--- src/design/iopage_pkg.sv ---
// Addresses are 13-bit I/O page byte offsets. Only word registers exist and address bit 0 is ignored.
package iopage_pkg;

   // Register addresses, in octal as the processor handbook lists them.
   localparam logic [12:0] addr_mmr0 = 13'o17572;
   localparam logic [12:0] addr_mmr1 = 13'o17574;
   localparam logic [12:0] addr_mmr2 = 13'o17576;
   localparam logic [12:0] addr_mmr3 = 13'o17516;
   localparam logic [12:0] addr_lclk = 13'o17546;

   localparam logic [7:0] vector_lclk = 8'o100;

   // AXI response codes used by the bridge.
   localparam logic [1:0] axi_resp_okay   = 2'b00;
   localparam logic [1:0] axi_resp_slverr = 2'b10;

   // One I/O page bus cycle. At most one of rd and wr is high.
   typedef struct packed {
      logic [12:0] addr;
      logic [15:0] wdata;
      logic [1:0]  byte_en;
      logic        rd;
      logic        wr;
      logic        byte_op;
   } iopage_cycle_t;

   // The answer of one device on the I/O page.
   typedef struct packed {
      logic [15:0] rdata;
      logic        decode;
      logic        interrupt;
      logic [7:0]  vector;
   } iopage_resp_t;

endpackage

--- src/design/mmu_pkg.sv ---
// MMR0 layout of the PDP-11 memory management unit. Reserved bits always read as zero.
package mmu_pkg;

   // MMR0 seen as its fields, most significant first.
   typedef struct packed {
      logic [2:0] abort;
      logic [3:0] reserved_hi;
      logic       maint;
      logic       reserved_lo;
      logic [1:0] mode;
      logic [3:0] page;
      logic       enable;
   } mmr0_fields_t;

   // The same word seen raw, for byte merging, or as fields.
   typedef union packed {
      logic [15:0]  raw;
      mmr0_fields_t f;
   } mmr0_word_u;

   // Abort flags, maintenance, mode, page and enable are writable.
   localparam logic [15:0] mmr0_write_mask = 16'b1110_0001_0111_1111;

   // MMR3 bit that turns on 22-bit mapping.
   localparam int unsigned mmr3_enable_22 = 4;

endpackage

--- src/design/axil_iopage_bridge.sv ---
// One AXI4-Lite transaction at a time. Uses data bits 15:0, strobes 1:0 and address bits 12:1.
module axil_iopage_bridge
   import iopage_pkg::*;
(
   input  logic          clk,
   input  logic          reset,

   input  logic [15:0]   awaddr,
   input  logic          awvalid,
   output logic          awready,
   input  logic [31:0]   wdata,
   input  logic [3:0]    wstrb,
   input  logic          wvalid,
   output logic          wready,
   output logic [1:0]    bresp,
   output logic          bvalid,
   input  logic          bready,

   input  logic [15:0]   araddr,
   input  logic          arvalid,
   output logic          arready,
   output logic [31:0]   rdata,
   output logic [1:0]    rresp,
   output logic          rvalid,
   input  logic          rready,

   output iopage_cycle_t cycle,
   input  logic [15:0]   rdata_bus,
   input  logic          no_decode
);

   typedef enum logic [1:0] {
      st_idle,
      st_bus,
      st_respond
   } state_t;

   state_t state;
   logic   take_write;
   logic   take_read;

   // A write wins when both channels ask in the same cycle.
   assign take_write = (state == st_idle) && awvalid && wvalid;
   assign take_read  = (state == st_idle) && arvalid && !take_write;

   assign awready = take_write;
   assign wready  = take_write;
   assign arready = take_read;

   always_ff @(posedge clk)
   begin
      if (reset)
      begin
         state    <= st_idle;
         cycle.rd <= 1'b0;
         cycle.wr <= 1'b0;
         bvalid   <= 1'b0;
         rvalid   <= 1'b0;
      end
      else
      begin
         case (state)
            st_idle:
            begin
               if (take_write)
               begin
                  cycle.addr    <= {awaddr[12:1], 1'b0};
                  cycle.wdata   <= wdata[15:0];
                  cycle.byte_en <= wstrb[1:0];
                  cycle.byte_op <= ~&wstrb[1:0];
                  cycle.wr      <= 1'b1;
                  state         <= st_bus;
               end
               else if (take_read)
               begin
                  cycle.addr    <= {araddr[12:1], 1'b0};
                  cycle.byte_en <= 2'b11;
                  cycle.byte_op <= 1'b0;
                  cycle.rd      <= 1'b1;
                  state         <= st_bus;
               end
            end

            st_bus:
            begin
               // The devices see rd or wr for this one cycle only.
               cycle.rd <= 1'b0;
               cycle.wr <= 1'b0;
               if (cycle.wr)
               begin
                  bvalid <= 1'b1;
                  bresp  <= no_decode ? axi_resp_slverr : axi_resp_okay;
               end
               if (cycle.rd)
               begin
                  rvalid <= 1'b1;
                  rresp  <= no_decode ? axi_resp_slverr : axi_resp_okay;
                  rdata  <= no_decode ? 32'h0 : {16'h0, rdata_bus};
               end
               state <= st_respond;
            end

            st_respond:
            begin
               if ((bvalid && bready) || (rvalid && rready))
               begin
                  bvalid <= 1'b0;
                  rvalid <= 1'b0;
                  state  <= st_idle;
               end
            end

            default:
               state <= st_idle;
         endcase
      end
   end

endmodule

--- src/design/mmu_regs.sv ---
// MMR0 to MMR3 only. No address translation here, and MMR1 and MMR2 hold garbage until written.
module mmu_regs
   import iopage_pkg::*;
   import mmu_pkg::*;
(
   input  logic          clk,
   input  logic          reset,
   input  iopage_cycle_t cycle,
   output iopage_resp_t  resp,
   output logic          mmu_enable,
   output logic          mmu_22bit
);

   mmr0_word_u  mmr0;
   logic [15:0] mmr1;
   logic [15:0] mmr2;
   logic [15:0] mmr3;
   logic        sel_mmr0;
   logic        sel_mmr1;
   logic        sel_mmr2;
   logic        sel_mmr3;

   // Replace only the enabled bytes of a register.
   function automatic logic [15:0] merge_bytes(input logic [15:0] old_word,
                                               input logic [15:0] new_word,
                                               input logic [1:0]  byte_en,
                                               input logic        byte_op);
      logic [1:0] en;
      en = byte_op ? byte_en : 2'b11;
      merge_bytes = old_word;
      if (en[0])
         merge_bytes[7:0] = new_word[7:0];
      if (en[1])
         merge_bytes[15:8] = new_word[15:8];
   endfunction

   assign sel_mmr0 = (cycle.addr == addr_mmr0);
   assign sel_mmr1 = (cycle.addr == addr_mmr1);
   assign sel_mmr2 = (cycle.addr == addr_mmr2);
   assign sel_mmr3 = (cycle.addr == addr_mmr3);

   always_ff @(posedge clk)
   begin
      if (reset)
      begin
         mmr0.raw <= 16'h0;
         mmr3     <= 16'h0;
      end
      else if (cycle.wr)
      begin
         // Masking keeps the reserved fields of MMR0 at zero.
         if (sel_mmr0)
            mmr0.raw <= merge_bytes(mmr0.raw, cycle.wdata, cycle.byte_en, cycle.byte_op)
                        & mmr0_write_mask;
         if (sel_mmr3)
            mmr3 <= merge_bytes(mmr3, cycle.wdata, cycle.byte_en, cycle.byte_op);
      end
   end

   always_ff @(posedge clk)
   begin
      if (cycle.wr && sel_mmr1)
         mmr1 <= merge_bytes(mmr1, cycle.wdata, cycle.byte_en, cycle.byte_op);
      if (cycle.wr && sel_mmr2)
         mmr2 <= merge_bytes(mmr2, cycle.wdata, cycle.byte_en, cycle.byte_op);
   end

   always_comb
   begin
      resp.decode    = sel_mmr0 | sel_mmr1 | sel_mmr2 | sel_mmr3;
      resp.interrupt = 1'b0;
      resp.vector    = 8'h0;
      resp.rdata     = 16'h0;
      if (sel_mmr0)
         resp.rdata = mmr0.raw;
      else if (sel_mmr1)
         resp.rdata = mmr1;
      else if (sel_mmr2)
         resp.rdata = mmr2;
      else if (sel_mmr3)
         resp.rdata = mmr3;
   end

   assign mmu_enable = mmr0.f.enable;
   assign mmu_22bit  = mmr3[mmr3_enable_22];

endmodule

--- src/design/line_clock_regs.sv ---
// KW11-L status register only. The request is a level held until software clears the monitor.
module line_clock_regs
   import iopage_pkg::*;
(
   input  logic          clk,
   input  logic          reset,
   input  iopage_cycle_t cycle,
   input  logic          line_tick,
   output iopage_resp_t  resp
);

   logic decode;
   logic low_byte_wr;
   logic monitor;
   logic int_enable;

   assign decode = (cycle.addr == addr_lclk);

   // Both status bits live in the low byte.
   assign low_byte_wr = cycle.wr && decode && (!cycle.byte_op || cycle.byte_en[0]);

   always_ff @(posedge clk)
   begin
      if (reset)
      begin
         monitor    <= 1'b0;
         int_enable <= 1'b0;
      end
      else
      begin
         if (low_byte_wr)
         begin
            // A tick in the same cycle keeps the flag set.
            monitor    <= cycle.wdata[7] | line_tick;
            int_enable <= cycle.wdata[6];
         end
         else if (line_tick)
         begin
            monitor <= 1'b1;
         end
      end
   end

   always_comb
   begin
      resp.decode    = decode;
      resp.rdata     = {8'h0, monitor, int_enable, 6'h0};
      resp.interrupt = monitor & int_enable;
      resp.vector    = vector_lclk;
   end

endmodule

--- src/design/iopage_mux.sv ---
// Combinational merge of two devices. The mmu has interrupt priority over the line clock.
module iopage_mux
   import iopage_pkg::*;
(
   input  iopage_cycle_t cycle,
   input  iopage_resp_t  mmu_resp,
   input  iopage_resp_t  lclk_resp,
   output logic [15:0]   rdata_bus,
   output logic          no_decode,
   output logic          interrupt,
   output logic [7:0]    vector
);

   logic any_decode;

   assign any_decode = mmu_resp.decode | lclk_resp.decode;

   // An access that no device claims ends as a bus error.
   assign no_decode = (cycle.rd | cycle.wr) & ~any_decode;

   always_comb
   begin
      if (mmu_resp.decode)
         rdata_bus = mmu_resp.rdata;
      else if (lclk_resp.decode)
         rdata_bus = lclk_resp.rdata;
      else
         rdata_bus = 16'h0;
   end

   assign interrupt = mmu_resp.interrupt | lclk_resp.interrupt;

   always_comb
   begin
      if (mmu_resp.interrupt)
         vector = mmu_resp.vector;
      else if (lclk_resp.interrupt)
         vector = lclk_resp.vector;
      else
         vector = 8'h0;
   end

endmodule

--- src/design/iopage_top.sv ---
// I/O page slice with MMU and line clock registers. No acknowledge, so the vector is valid with interrupt.
module iopage_top
   import iopage_pkg::*;
(
   input  logic        clk,
   input  logic        reset,
   input  logic [15:0] awaddr,
   input  logic        awvalid,
   output logic        awready,
   input  logic [31:0] wdata,
   input  logic [3:0]  wstrb,
   input  logic        wvalid,
   output logic        wready,
   output logic [1:0]  bresp,
   output logic        bvalid,
   input  logic        bready,
   input  logic [15:0] araddr,
   input  logic        arvalid,
   output logic        arready,
   output logic [31:0] rdata,
   output logic [1:0]  rresp,
   output logic        rvalid,
   input  logic        rready,
   input  logic        line_tick,
   output logic        interrupt,
   output logic [7:0]  vector,
   output logic        mmu_enable,
   output logic        mmu_22bit
);

   iopage_cycle_t cycle;
   iopage_resp_t  mmu_resp;
   iopage_resp_t  lclk_resp;
   logic [15:0]   rdata_bus;
   logic          no_decode;

   axil_iopage_bridge bridge1(.clk(clk), .reset(reset),
                              .awaddr(awaddr), .awvalid(awvalid), .awready(awready),
                              .wdata(wdata), .wstrb(wstrb), .wvalid(wvalid), .wready(wready),
                              .bresp(bresp), .bvalid(bvalid), .bready(bready),
                              .araddr(araddr), .arvalid(arvalid), .arready(arready),
                              .rdata(rdata), .rresp(rresp), .rvalid(rvalid), .rready(rready),
                              .cycle(cycle), .rdata_bus(rdata_bus), .no_decode(no_decode));

   mmu_regs mmu_regs1(.clk(clk), .reset(reset), .cycle(cycle), .resp(mmu_resp),
                      .mmu_enable(mmu_enable), .mmu_22bit(mmu_22bit));

   line_clock_regs lclk_regs1(.clk(clk), .reset(reset), .cycle(cycle),
                              .line_tick(line_tick), .resp(lclk_resp));

   iopage_mux mux1(.cycle(cycle), .mmu_resp(mmu_resp), .lclk_resp(lclk_resp),
                   .rdata_bus(rdata_bus), .no_decode(no_decode),
                   .interrupt(interrupt), .vector(vector));

endmodule

--- config.mk ---
export PLATFORM = sky130hd
export DESIGN_NAME = iopage_top
export DESIGN_NICKNAME = d
export VERILOG_FILES = /design/src/design/iopage_pkg.sv /design/src/design/mmu_pkg.sv /design/src/design/axil_iopage_bridge.sv /design/src/design/mmu_regs.sv /design/src/design/line_clock_regs.sv /design/src/design/iopage_mux.sv /design/src/design/iopage_top.sv
export SDC_FILE = /design/constraint.sdc
export NUM_CORES = 1
export LEC_CHECK = 0
export BUFFER_PORTS_ARGS = -buffer_cell sky130_fd_sc_hd__buf_2
export CAP_MARGIN = 40
export CORE_MARGIN = 1.5
export CORE_UTILIZATION = 40
export DETAILED_ROUTE_END_ITERATION = 6
export HOLD_SLACK_MARGIN = 0.15
export PLACE_DENSITY = 0.68
export RECOVER_POWER = 50
export SYNTH_ARGS = -nofsm -noshare
export SYNTH_HDL_FRONTEND = slang
export SYNTH_HIERARCHICAL = 1
export SYNTH_SLANG_ARGS = --single-unit
export TNS_END_PERCENT = 100
--- constraint.sdc ---
create_clock -name clk -period 2.85 [get_ports clk]
set_clock_uncertainty 0.15 [all_clocks]
set_input_delay 0.57 -clock clk [delete_from_list [all_inputs] [get_ports clk]]
set_output_delay 0.57 -clock clk [all_outputs]
set_load 0.02 [all_outputs]
==> metrics.md, run 1 <==
| Metric | Value |
|---|---|
| Status | `finished, final reports clean` |
| CTS Hold Bufs | `0` |
| Startpoint types | `register` |
| DR vias/cell | `5.04` |
| Internal | `3.24 mW` |
| Switching part of the total power | `22.7%` |
| Post-synthesis mux area share | `3.84%` |
| Post-Synth Simple-Gate Area | `16.2%` |
| Cell Area, Placed | `6080 um^2` |
| Die Y | `between 100 and 150 um` |
| Core Util, Final | `roughly 48%` |
| Worst setup path class | `reg -> reg` |
| Largest family of logic cells by synthesized area | `simple AND/OR/NAND/NOR gates` |
| NumNets Final | `662` |
| Multi-input gate area | `2120 um^2` |
| Tmin final | `2.49 ns` |
| P&R area growth vs syn | `16.2%` |
| Register share of total power | `about 45%` |
| Worst setup path end | `bridge1/rdata[7]` |
| Post-synthesis xor/xnor area fraction | `0%` |
| Share of post-route cells with drive strength above 1 | `22.7%` |
| # fillers | `between 1000 and 1500` |
| Vias in the first global route | `3614` |
| H-Tree Depth | `4` |
| Synth Area per Inst | `11.2 um^2` |
| Post_cts resized | `0` |
| Most frequent cells in the layout | `81 x edfxtp_1, 54 x buf_2, 50 x conb_1` |
| Root buffer cell | `clkbuf_16` |
| TritonCTS Buffers | `17` |
| Hold path start | `wdata[9]` |
| RSZ-0062 raised after global routing | `false` |
| Fin Setup TNS | `0 ns` |
| Synth area leaders | `edfxtp_1 43%, dfxtp_1 12%, buf_4 7.1%, a22o_1 3.4%, a21oi_1 3.0%` |
| FFs w/ async S/R, synth | `0%` |
| HPWL Detailed | `8.26 mm` |
| ANT nets after route | `0` |
| Most used DFF post-synth | `edfxtp_1` |
| Diode count | `0` |
| Worst-path clk slew | `0.06 ns` |
| Worst slew margin | `34.7%` |
| Seq cells post-synth | `116` |
| Routed wire length per instance | `~15 um` |
| RD Place Congestion | `~0.82` |
| Final hold violation count | `0` |
| Final wirelength | `between 10 and 15 mm` |
| Fmax | `around 400 MHz` |
| Clock buffer depth | `2` |
| R2R setup slack | `0.36 ns` |
| R2r endpoint | `bridge1/rdata[7]` |
| Io pins | `128` |
| Worst Path Buf+Inv | `1` |
| Worst EP required | `2.85 ns` |
| Commonest non-fill, non-tap cell in the layout | `edfxtp_1` |
| Crit path cell chain | `and2_1 -> o21ai_0 -> a2111oi_2 -> buf_4 -> nor2b_4 -> a22o_2 -> nor2b_1` |
| Worst min path class | `in -> reg` |
| TritonCTS clock tree | `built` |
| Post-synthesis compound-gate area fraction | `between 10% and 20%` |
| Register area | `around 3100 um^2` |
| Share of the synthesized area in the top cell type | `42.8%` |
| CP max stage delay | `between 0.4 and 0.5 ns` |
| Cell Pwr Density | `635 nW/um^2` |
| CP startpoint | `bridge1/cycle[26]` |
| Final worst path period share | `about 87%` |
| Leakage | `2.41 nW` |
| Synth cell types | `48` |
| Initial Util | `40.9%` |
| Clock network power share | `48.9%` |
| Clk Latency, worst-skew pair | `a little over 0.4 ns` |
| Initial antenna violation count | `0` |
| Total of max-cap violations | `0` |
| Reg2reg start | `bridge1/cycle[26]` |
| Global-route wire length before repair | `18.2 mm` |
| NetSw | `0.950 mW` |
| Initial DRC Count | `254` |
| Final setup fails | `0` |
| Synthesized instance count | `505` |
| # port buffers | `76` |
| R2R cell count | `7` |
| Sequential area share after synthesis | `55.2%` |
| Core Box Area | `13900 um^2` |
| Post-synth EDFFs | `81` |
| Die Width | `122 um` |
| Largest net degree at the start of global routing | `42` |
| GRT Total Usage | `16.2%` |
| Worst EP arrival | `~2.5 ns` |
| Mapped cell area | `5680 um^2` |
| CTS Sinks | `116` |
| Worst Tran Pin Value | `0.979 ns` |
| Comb pwr share | `6.3%` |
| GRT overflow | `0` |
| YS warnings | `6` |
| Max VDD drop | `289 uV` |
| Slowest CP cell | `edfxtp_1` |
| CP Max Fanout | `20` |
| CP top delay family | `compound AO/OA/AOI/OAI gates` |
| Row cnt | `43` |
| Synth Area in Adders | `0%` |
| Via count | `3923` |
| DRC viols | `0` |
| Setup repair bufs after CTS | `0` |
| Largest area contributor in the netlist | `edfxtp_1` |
| Pre-Repair DR Iteration Count | `5` |
| CP Capture Type | `register` |
| Cell count along the critical path | `7` |
| Max-slew violation count | `0` |
| Finished Cell Area | `6600 um^2` |
| Fin Hold WS | `0.183 ns` |
| Die area | `14900 um^2` |
-- worst reg2reg max path: stages (launching register included) --
cell,delay [ns]
edfxtp_1,0.44
and2_1,0.36
o21ai_0,0.18
a2111oi_2,0.37
buf_4,0.29
nor2b_4,0.12
a22o_2,0.21
nor2b_1,0.12
-- per-stage QoR --
step / std cells / power [mW] / worst slack [ns]
finish: 779 / 4.19 / 0.358
global route: 779 / 4.34 / 0.242
CTS: 779 / 4.24 / 0.362
detailed placement: 747 / 2.18 / 0.374
global placement: 747 / 2.17 / 0.447
floorplan: 551 / 2.14 / 0.0874
-- worst min-delay path by stage --
stage                         endpoint  slack [ns]  depth (start not counted)
finish               bridge1/cycle[14]        0.18                          1
global route         bridge1/cycle[17]        0.15                          1
CTS                  bridge1/cycle[13]        0.17                          1
detailed placement   mmu_regs1/mmr3[8]        0.32                          2
global placement    mmu_regs1/mmr3[12]        0.31                          2
floorplan           mmu_regs1/mmr1[10]        0.29                          0
-- sequential cells by signal, indices dropped and copies added (netlist names) --
register,count
bridge1/bresp,1
lclk_regs1/monitor,1
bridge1/cycle,33
mmu_regs1/mmr0,11
bridge1/state,2
mmu_regs1/mmr1,16
bridge1/rresp,1
mmu_regs1/mmr3,16
mmu_regs1/mmr2,16
lclk_regs1/int_enable,1
bridge1/bvalid,1
bridge1/rdata,16
bridge1/rvalid,1
-- layer usage --
metal  GRT usage (%)  routed length, um
met4            8.36                317
met3            4.96                879
met1            20.4               5040
met2            25.3               5600
met5               0                  0
-- power groups by stage --
| stage | clock network, mW | logic (mW) | registers [mW] |
|---|---|---|---|
| finish | 2.05 | 0.264 | 1.88 |
| detailed placement | 0 | 0.268 | 1.91 |
| global placement | 0 | 0.261 | 1.91 |
| CTS | 2.09 | 0.270 | 1.88 |
| global route | 2.17 | 0.291 | 1.88 |
| floorplan | 0 | 0.238 | 1.90 |
-- layout make-up --
class                      count  share of cell area (%)
multi-input combinational    344                    32.2
clock buffer                  19                    6.71
timing repair buffer          97                    7.57
sequential                   116                    47.5
clock inverter                13                    2.03
tap                          180                    3.41
inverter                      10                   0.569
-- logic make-up (layout without fill, tap and decap cells) --
logic type             Yosys count  count (layout)
AND/OR/NAND/NOR                155             155
AO/OA/AOI/OAI                  121             121
flip-flops                     116             116
buffers and inverters           91             139
multiplexers                    18              18
other                            4              50
-- cell usage after synthesis (all sizes together) (4+ instances only) --
master and n:
inv 10, a2111oi 4, mux2i 6, o21a 4
nor4 5, nor2 25, o21ai 39, nand2b 20
buf 68, a22o 32, mux2 12, nand3 19
clkbuf 13, and2 4, a21oi 34, or3 7
conb 4, nor2b 28, nand2 21, dfxtp 35
edfxtp 81, nor3 12
No activity file was read; power rests on OpenSTA's default activity.
==> inputs of run 2 (changes only) <==
--- a/config.mk
+++ b/config.mk
@@ -6,7 +6,8 @@
 export NUM_CORES = 1
 export LEC_CHECK = 0
+export ABC_CLOCK_PERIOD_IN_PS = 2850
 export BUFFER_PORTS_ARGS = -buffer_cell sky130_fd_sc_hd__buf_2
 export CAP_MARGIN = 40
-export CORE_MARGIN = 1.5
+export CORE_MARGIN = 4
 export CORE_UTILIZATION = 40
 export DETAILED_ROUTE_END_ITERATION = 6
==> constraint.sdc (replaced) <==
create_clock -name clk -period 2.85 [get_ports clk]
set_clock_uncertainty 0.15 [all_clocks]
set_input_delay 0.1425 -clock clk [delete_from_list [all_inputs] [get_ports clk]]
set_output_delay 0.1425 -clock clk [all_outputs]
set_load 0.02 [all_outputs]
==> metrics.md, run 2 (synthesis results as in run 1) <==
| Metric | Value |
|---|---|
| Status | `finished, final reports clean` |
| Share of post-route cells with drive strength above 1 | `19.8%` |
| TritonCTS clock tree | `built` |
| NumNets Final | `708` |
| Final wirelength | `11.7 mm` |
| Vias in the first global route | `3831` |
| Die Width | `127 um` |
| Pre-CTS WS | `about 0.37 ns` |
| Fmax | `between 300 and 400 MHz` |
| Crit path cell chain | `nor3_4 -> mux2_2 -> dlygate4sd3_1` |
| Worst setup path class | `reg -> reg` |
| # port buffers | `76` |
| Slack of the critical path | `0.331 ns` |
| Routed wire length per instance | `14.2 um` |
| Startpoint types | `register` |
| DRC viols | `0` |
| Worst slew margin | `36.2%` |
| H-Tree Depth | `4` |
| Total of max-cap violations | `0` |
| CP top delay family | `simple AND/OR/NAND/NOR gates` |
| Pre-Repair DR Iteration Count | `7` |
| Worst EP required | `between 2 and 3 ns` |
| Final setup fails | `0` |
| RD Place Congestion | `around 0.8` |
| Die Y | `127 um` |
| Max reg flops | `33` |
| Initial antenna violation count | `0` |
| DR vias/cell | `just under 5` |
| Global-route wire length before repair | `roughly 19 mm` |
| Largest net degree at the start of global routing | `51` |
| Final worst path period share | `88.4%` |
| Setup repair bufs after CTS | `0` |
| CP max stage delay | `0.70 ns` |
| Leakage | `2.60 nW` |
| CTS Sinks | `116` |
| Fin Hold WS | `0.177 ns` |
| Root buffer cell | `clkbuf_16` |
| Cell Pwr Density | `between 600 and 700 nW/um^2` |
| HPWL Detailed | `8.03 mm` |
| Final hold violation count | `0` |
| Most flop-heavy register | `bridge1/cycle` |
| Clock buffer depth | `2` |
| NetSw | `0.915 mW` |
| Clk Latency, worst-skew pair | `0.41 ns` |
| Initial Util | `40.9%` |
| Via count | `4021` |
| Worst min path class | `in -> reg` |
| Diode count | `0` |
| Switching part of the total power | `21.0%` |
| Worst Tran Pin Value | `0.957 ns` |
| Worst Path Buf+Inv | `1` |
| Clock network power share | `49.6%` |
| Most frequent cells in the layout | `81 x edfxtp_1, 51 x buf_2, 50 x conb_1` |
| ANT nets after route | `0` |
| GRT Total Usage | `14.8%` |
| Commonest non-fill, non-tap cell in the layout | `edfxtp_1` |
| CP Capture Type | `register` |
| RSZ-0062 raised after global routing | `false` |
| Core Box Area | `13900 um^2` |
| # fillers | `around 1200` |
| Slowest CP cell | `nor3_4` |
| Comb pwr share | `between 7 and 8%` |
| P&R area growth vs syn | `25.0%` |
| Max VDD drop | `449 uV` |
| GRT overflow | `0` |
| Worst EP arrival | `2.53 ns` |
| CTS Hold Bufs | `49` |
| Row cnt | `43` |
| CP Max Fanout | `14` |
| Tmin final | `between 2 and 3 ns` |
| Post_cts resized | `0` |
| TritonCTS Buffers | `17` |
| Fin Setup TNS | `0 ns` |
| Die area | `around 16000 um^2` |
| Max-slew violation count | `0` |
| Io pins | `around 130` |
| Worst-path clk slew | `0.05 ns` |
| Internal | `3.44 mW` |
| Register share of total power | `43.1%` |
| Initial DRC Count | `between 200 and 250` |
==> run 2: power groups by stage <==
stage | registers (mW) | clock network (mW) | logic (mW)
after floorplan | 1.90 | 0 | 0.236
after global placement | 1.91 | 0 | 0.255
after detailed placement | 1.91 | 0 | 0.262
after CTS | 1.88 | 2.21 | 0.321
after global routing | 1.88 | 2.28 | 0.348
final | 1.88 | 2.16 | 0.318
==> run 2: worst paths after layout <==
path | to | depth (start not counted) | start | slack, ns
setup / recovery | bridge1/cycle[33] | 3 | bridge1/state[1] | 0.33
hold / removal | bridge1/state[1] | 2 | reset | 0.18
setup reg to reg | bridge1/cycle[33] | 3 | bridge1/state[1] | 0.33
hold reg to reg | mmu_regs1/mmr3[13] | 2 | mmu_regs1/mmr3[13] | 0.33
==> run 2: routing by layer <==
layer  GRT usage [%]  wire (um)
met2            23.2       5410
met3            3.80        771
met1            19.6       5350
met4            6.06        182
met5               0          0
==> run 2: final cells by class <==
| cell class | instances | area, um^2 | area share, % |
|---|---|---|---|
| Inverter | 10 | 37.5 | 0.529 |
| Tap cell | 180 | 225 | 3.17 |
| Clock inverter | 9 | 125 | 1.76 |
| Clock buffer | 23 | 488 | 6.88 |
| Sequential cell | 116 | 3130 | 44.2 |
| Timing Repair Buffer | 143 | 963 | 13.6 |
| Multi-Input combinational cell | 344 | 2120 | 29.9 |
==> run 2: per-stage QoR <==
step | instance area, um^2 | utilization [%] | power, mW | cells
after floorplan | 5850 | - | 2.14 | 551
after global placement | 6030 | 43.4 | 2.16 | 742
after detailed placement | 6040 | 43.5 | 2.17 | 744
after CTS | 7150 | 51.5 | 4.41 | 825
after global routing | 7100 | 51.1 | 4.51 | 825
final | 7100 | 51.1 | 4.36 | 825
==> inputs of run 3 (changes only) <==
Settings changed: PLACE_DENSITY 0.68 to 0.69, SYNTH_HIERARCHICAL 1 to unset.
==> metrics.md, run 3 <==
| Metric | Value |
|---|---|
| Status | `finished, final reports clean` |
| Synth area leaders | `edfxtp_1 48%, dfxtp_1 14%, buf_4 4.5%, o21ai_0 4.3%, a21oi_1 3.4%` |
| GRT Total Usage | `16.6%` |
| Routed wire length per instance | `between 15 and 20 um` |
| Post_cts resized | `0` |
| Diode count | `0` |
| ANT nets after route | `0` |
| Worst Hold Path EP | `bridge1.cycle[1]` |
| TritonCTS clock tree | `built` |
| Setup repair bufs after CTS | `0` |
| Worst EP required | `3.00 ns` |
| Leakage | `2.30 nW` |
| Multi-input gate area | `1610 um^2` |
| R2R cell count | `8` |
| Register area | `between 3000 and 4000 um^2` |
| RSZ-0062 raised after global routing | `false` |
| Grt met3 use | `around 4.8%` |
| Slack of the critical path | `0.420 ns` |
| Most used DFF post-synth | `edfxtp_1` |
| Die Y | `120 um` |
| Most flop-heavy register | `bridge1.cycle` |
| Cell Pwr Density | `740 nW/um^2` |
| NumNets Final | `roughly 640` |
| DR vias/cell | `5.07` |
| GRT overflow | `0` |
| Post-synth EDFFs | `81` |
| Global-route wire length before repair | `~19 mm` |
| Final hold violation count | `0` |
| # port buffers | `between 70 and 80` |
| Initial DRC Count | `261` |
| Synth cell types | `47` |
| Worst EP arrival | `between 2 and 3 ns` |
| Worst-path clk slew | `approximately 0.050 ns` |
| # fillers | `1036` |
| Max-slew violation count | `0` |
| Synthesized instance count | `427` |
| Worst slew margin | `24.2%` |
| Gr busiest metal | `met2` |
| Total of max-cap violations | `0` |
| Max VDD drop | `around 410 uV` |
| Worst min path class | `in -> reg` |
| Worst setup path class | `reg -> reg` |
| HPWL Detailed | `between 7 and 8 mm` |
| CP startpoint | `bridge1.state[0]` |
| Pre-CTS WS | `0.615 ns` |
| CP Capture Type | `register` |
| Share of the synthesized area in the top cell type | `between 40 and 50%` |
| Final setup fails | `0` |
| Tmin final | `2.43 ns` |
| Fmax | `412 MHz` |
| Hold Crit Depth | `5` |
| Hold path start | `wvalid` |
| Row cnt | `40` |
| Most frequent cells in the layout | `81 x edfxtp_1, 51 x buf_2, 48 x dlygate4sd3_1` |
| Commonest non-fill, non-tap cell in the layout | `edfxtp_1` |
| Startpoint types | `register` |
| Largest area contributor in the netlist | `edfxtp_1` |
| Clock buffer depth | `2` |
| Io pins | `roughly 130` |
| FFs w/ async S/R, synth | `0%` |
| YS warnings | `0` |
| Fin Setup TNS | `0 ns` |
| TritonCTS Buffers | `17` |
| Commonest cells post-synth | `81 x edfxtp_1, 43 x o21ai_0, 35 x dfxtp_1` |
| Seq cells post-synth | `116` |
| P&R area growth vs syn | `29.1%` |
| Final worst path period share | `a little under nine tenths` |
| R2R setup slack | `~0.42 ns` |
| Initial Util | `41.5%` |
| H-Tree Depth | `4` |
| Core Box Area | `12200 um^2` |
| RD Place Congestion | `0.798` |
| Initial antenna violation count | `0` |
| Via count | `3743` |
| Die Width | `120 um` |
| Total power | `4.82 mW` |
| Sequential area share after synthesis | `between 60% and 70%` |
| Mapped cell area | `5040 um^2` |
| Final wirelength | `approximately 12 mm` |
| Worst Tran Pin Value | `about 1.1 ns` |
| DRC viols | `0` |
| CP Max Fanout | `18` |
| Largest net degree at the start of global routing | `40` |
| Share of post-route cells with drive strength above 1 | `20.5%` |
| Synth Area per Inst | `11.8 um^2` |
| Vias in the first global route | `3732` |
| Die area | `14500 um^2` |
| Pre-Repair DR Iteration Count | `5` |
| Reg2reg start | `bridge1.state[0]` |
| GR met2 Demand/Resource | `28.0%` |
| Most common cell in the netlist | `edfxtp_1` |
| Max reg flops | `33` |
| CTS Sinks | `approximately 120` |
| Root buffer cell | `clkbuf_16` |
| GR Layer Usage met1 | `about a fifth` |
| Core Util, Final | `53.5%` |
| R2r endpoint | `bridge1.state[1]` |
| Clk Latency, worst-skew pair | `0.41 ns` |
## run 3: worst max-delay path, stage by stage, from the launching register on
cell and delay [ns]:
dfxtp_1 0.32, inv_1 0.10, ha_1 0.25, nand3_1 0.10, buf_4 0.21, a32oi_1 0.32, mux2i_1 0.23, nor2_1 0.05
dlygate4sd3_1 0.58
## run 3: layout make-up
class                   instances  share of cell area, %
clock buffers                  19                   6.98
multi-input cells             276                   24.7
repair buffers                138                   14.2
clock inverters                13                   2.38
flip-flops and latches        116                   48.1
well taps                     168                   3.23
inverters                       8                  0.461
## run 3: logic make-up after synthesis
family / count (synthesis) / synth area share (%)
other cells: 1 / 0.0743
simple gates: 127 / 13.3
mux: 18 / 3.87
buf+inv: 59 / 7.86
fa+ha+maj: 4 / 0.992
flops: 116 / 62.1
compound gates: 102 / 11.8
## run 3: worst max path at each step
| stage | end | slack (ns) | cells past startpoint |
|---|---|---|---|
| 2_1_floorplan | bridge1.rdata[0] | 0.31 | 3 |
| 3_3_place_gp | bridge1.rdata[15] | 0.60 | 4 |
| 3_5_place_dp | bridge1.rdata[15] | 0.62 | 4 |
| 4_1_cts | bridge1.state[1] | 0.40 | 8 |
| 5_1_grt | bridge1.rdata[8] | 0.26 | 4 |
| 6_report | bridge1.state[1] | 0.42 | 8 |
## run 3: timing repair
| item | CTS | global route |
|---|---|---|
| hold endpoints to repair | 36 | 0 |
| hold buffers | 48 | 0 |
| endpoints found under the setup margin | 0 | 0 |
## run 3: stage by stage
stage	hold slack, ns	cell area (um^2)	std cells
finish	0.158	6510	738
global route	0.169	6510	738
CTS	0.154	6560	738
detailed placement	0.171	5470	658
global placement	0.170	5470	658
floorplan	0.0914	5130	451
## run 3: routing by layer
metal  part of all wire, %  vias up
met5                     0        -
met4                   1.5        0
met3                   7.8       17
met2                    50      160
met1                    41     1779
li1                      -     1787
## run 3: power by group
part / total [mW] / internal [mW] / leakage [nW] / switching [mW]
clock: 2.16 / 1.42 / 0.290 / 0.742
combinational: 0.674 / 0.271 / 1.01 / 0.403
sequential: 1.98 / 1.92 / 1.00 / 0.0627
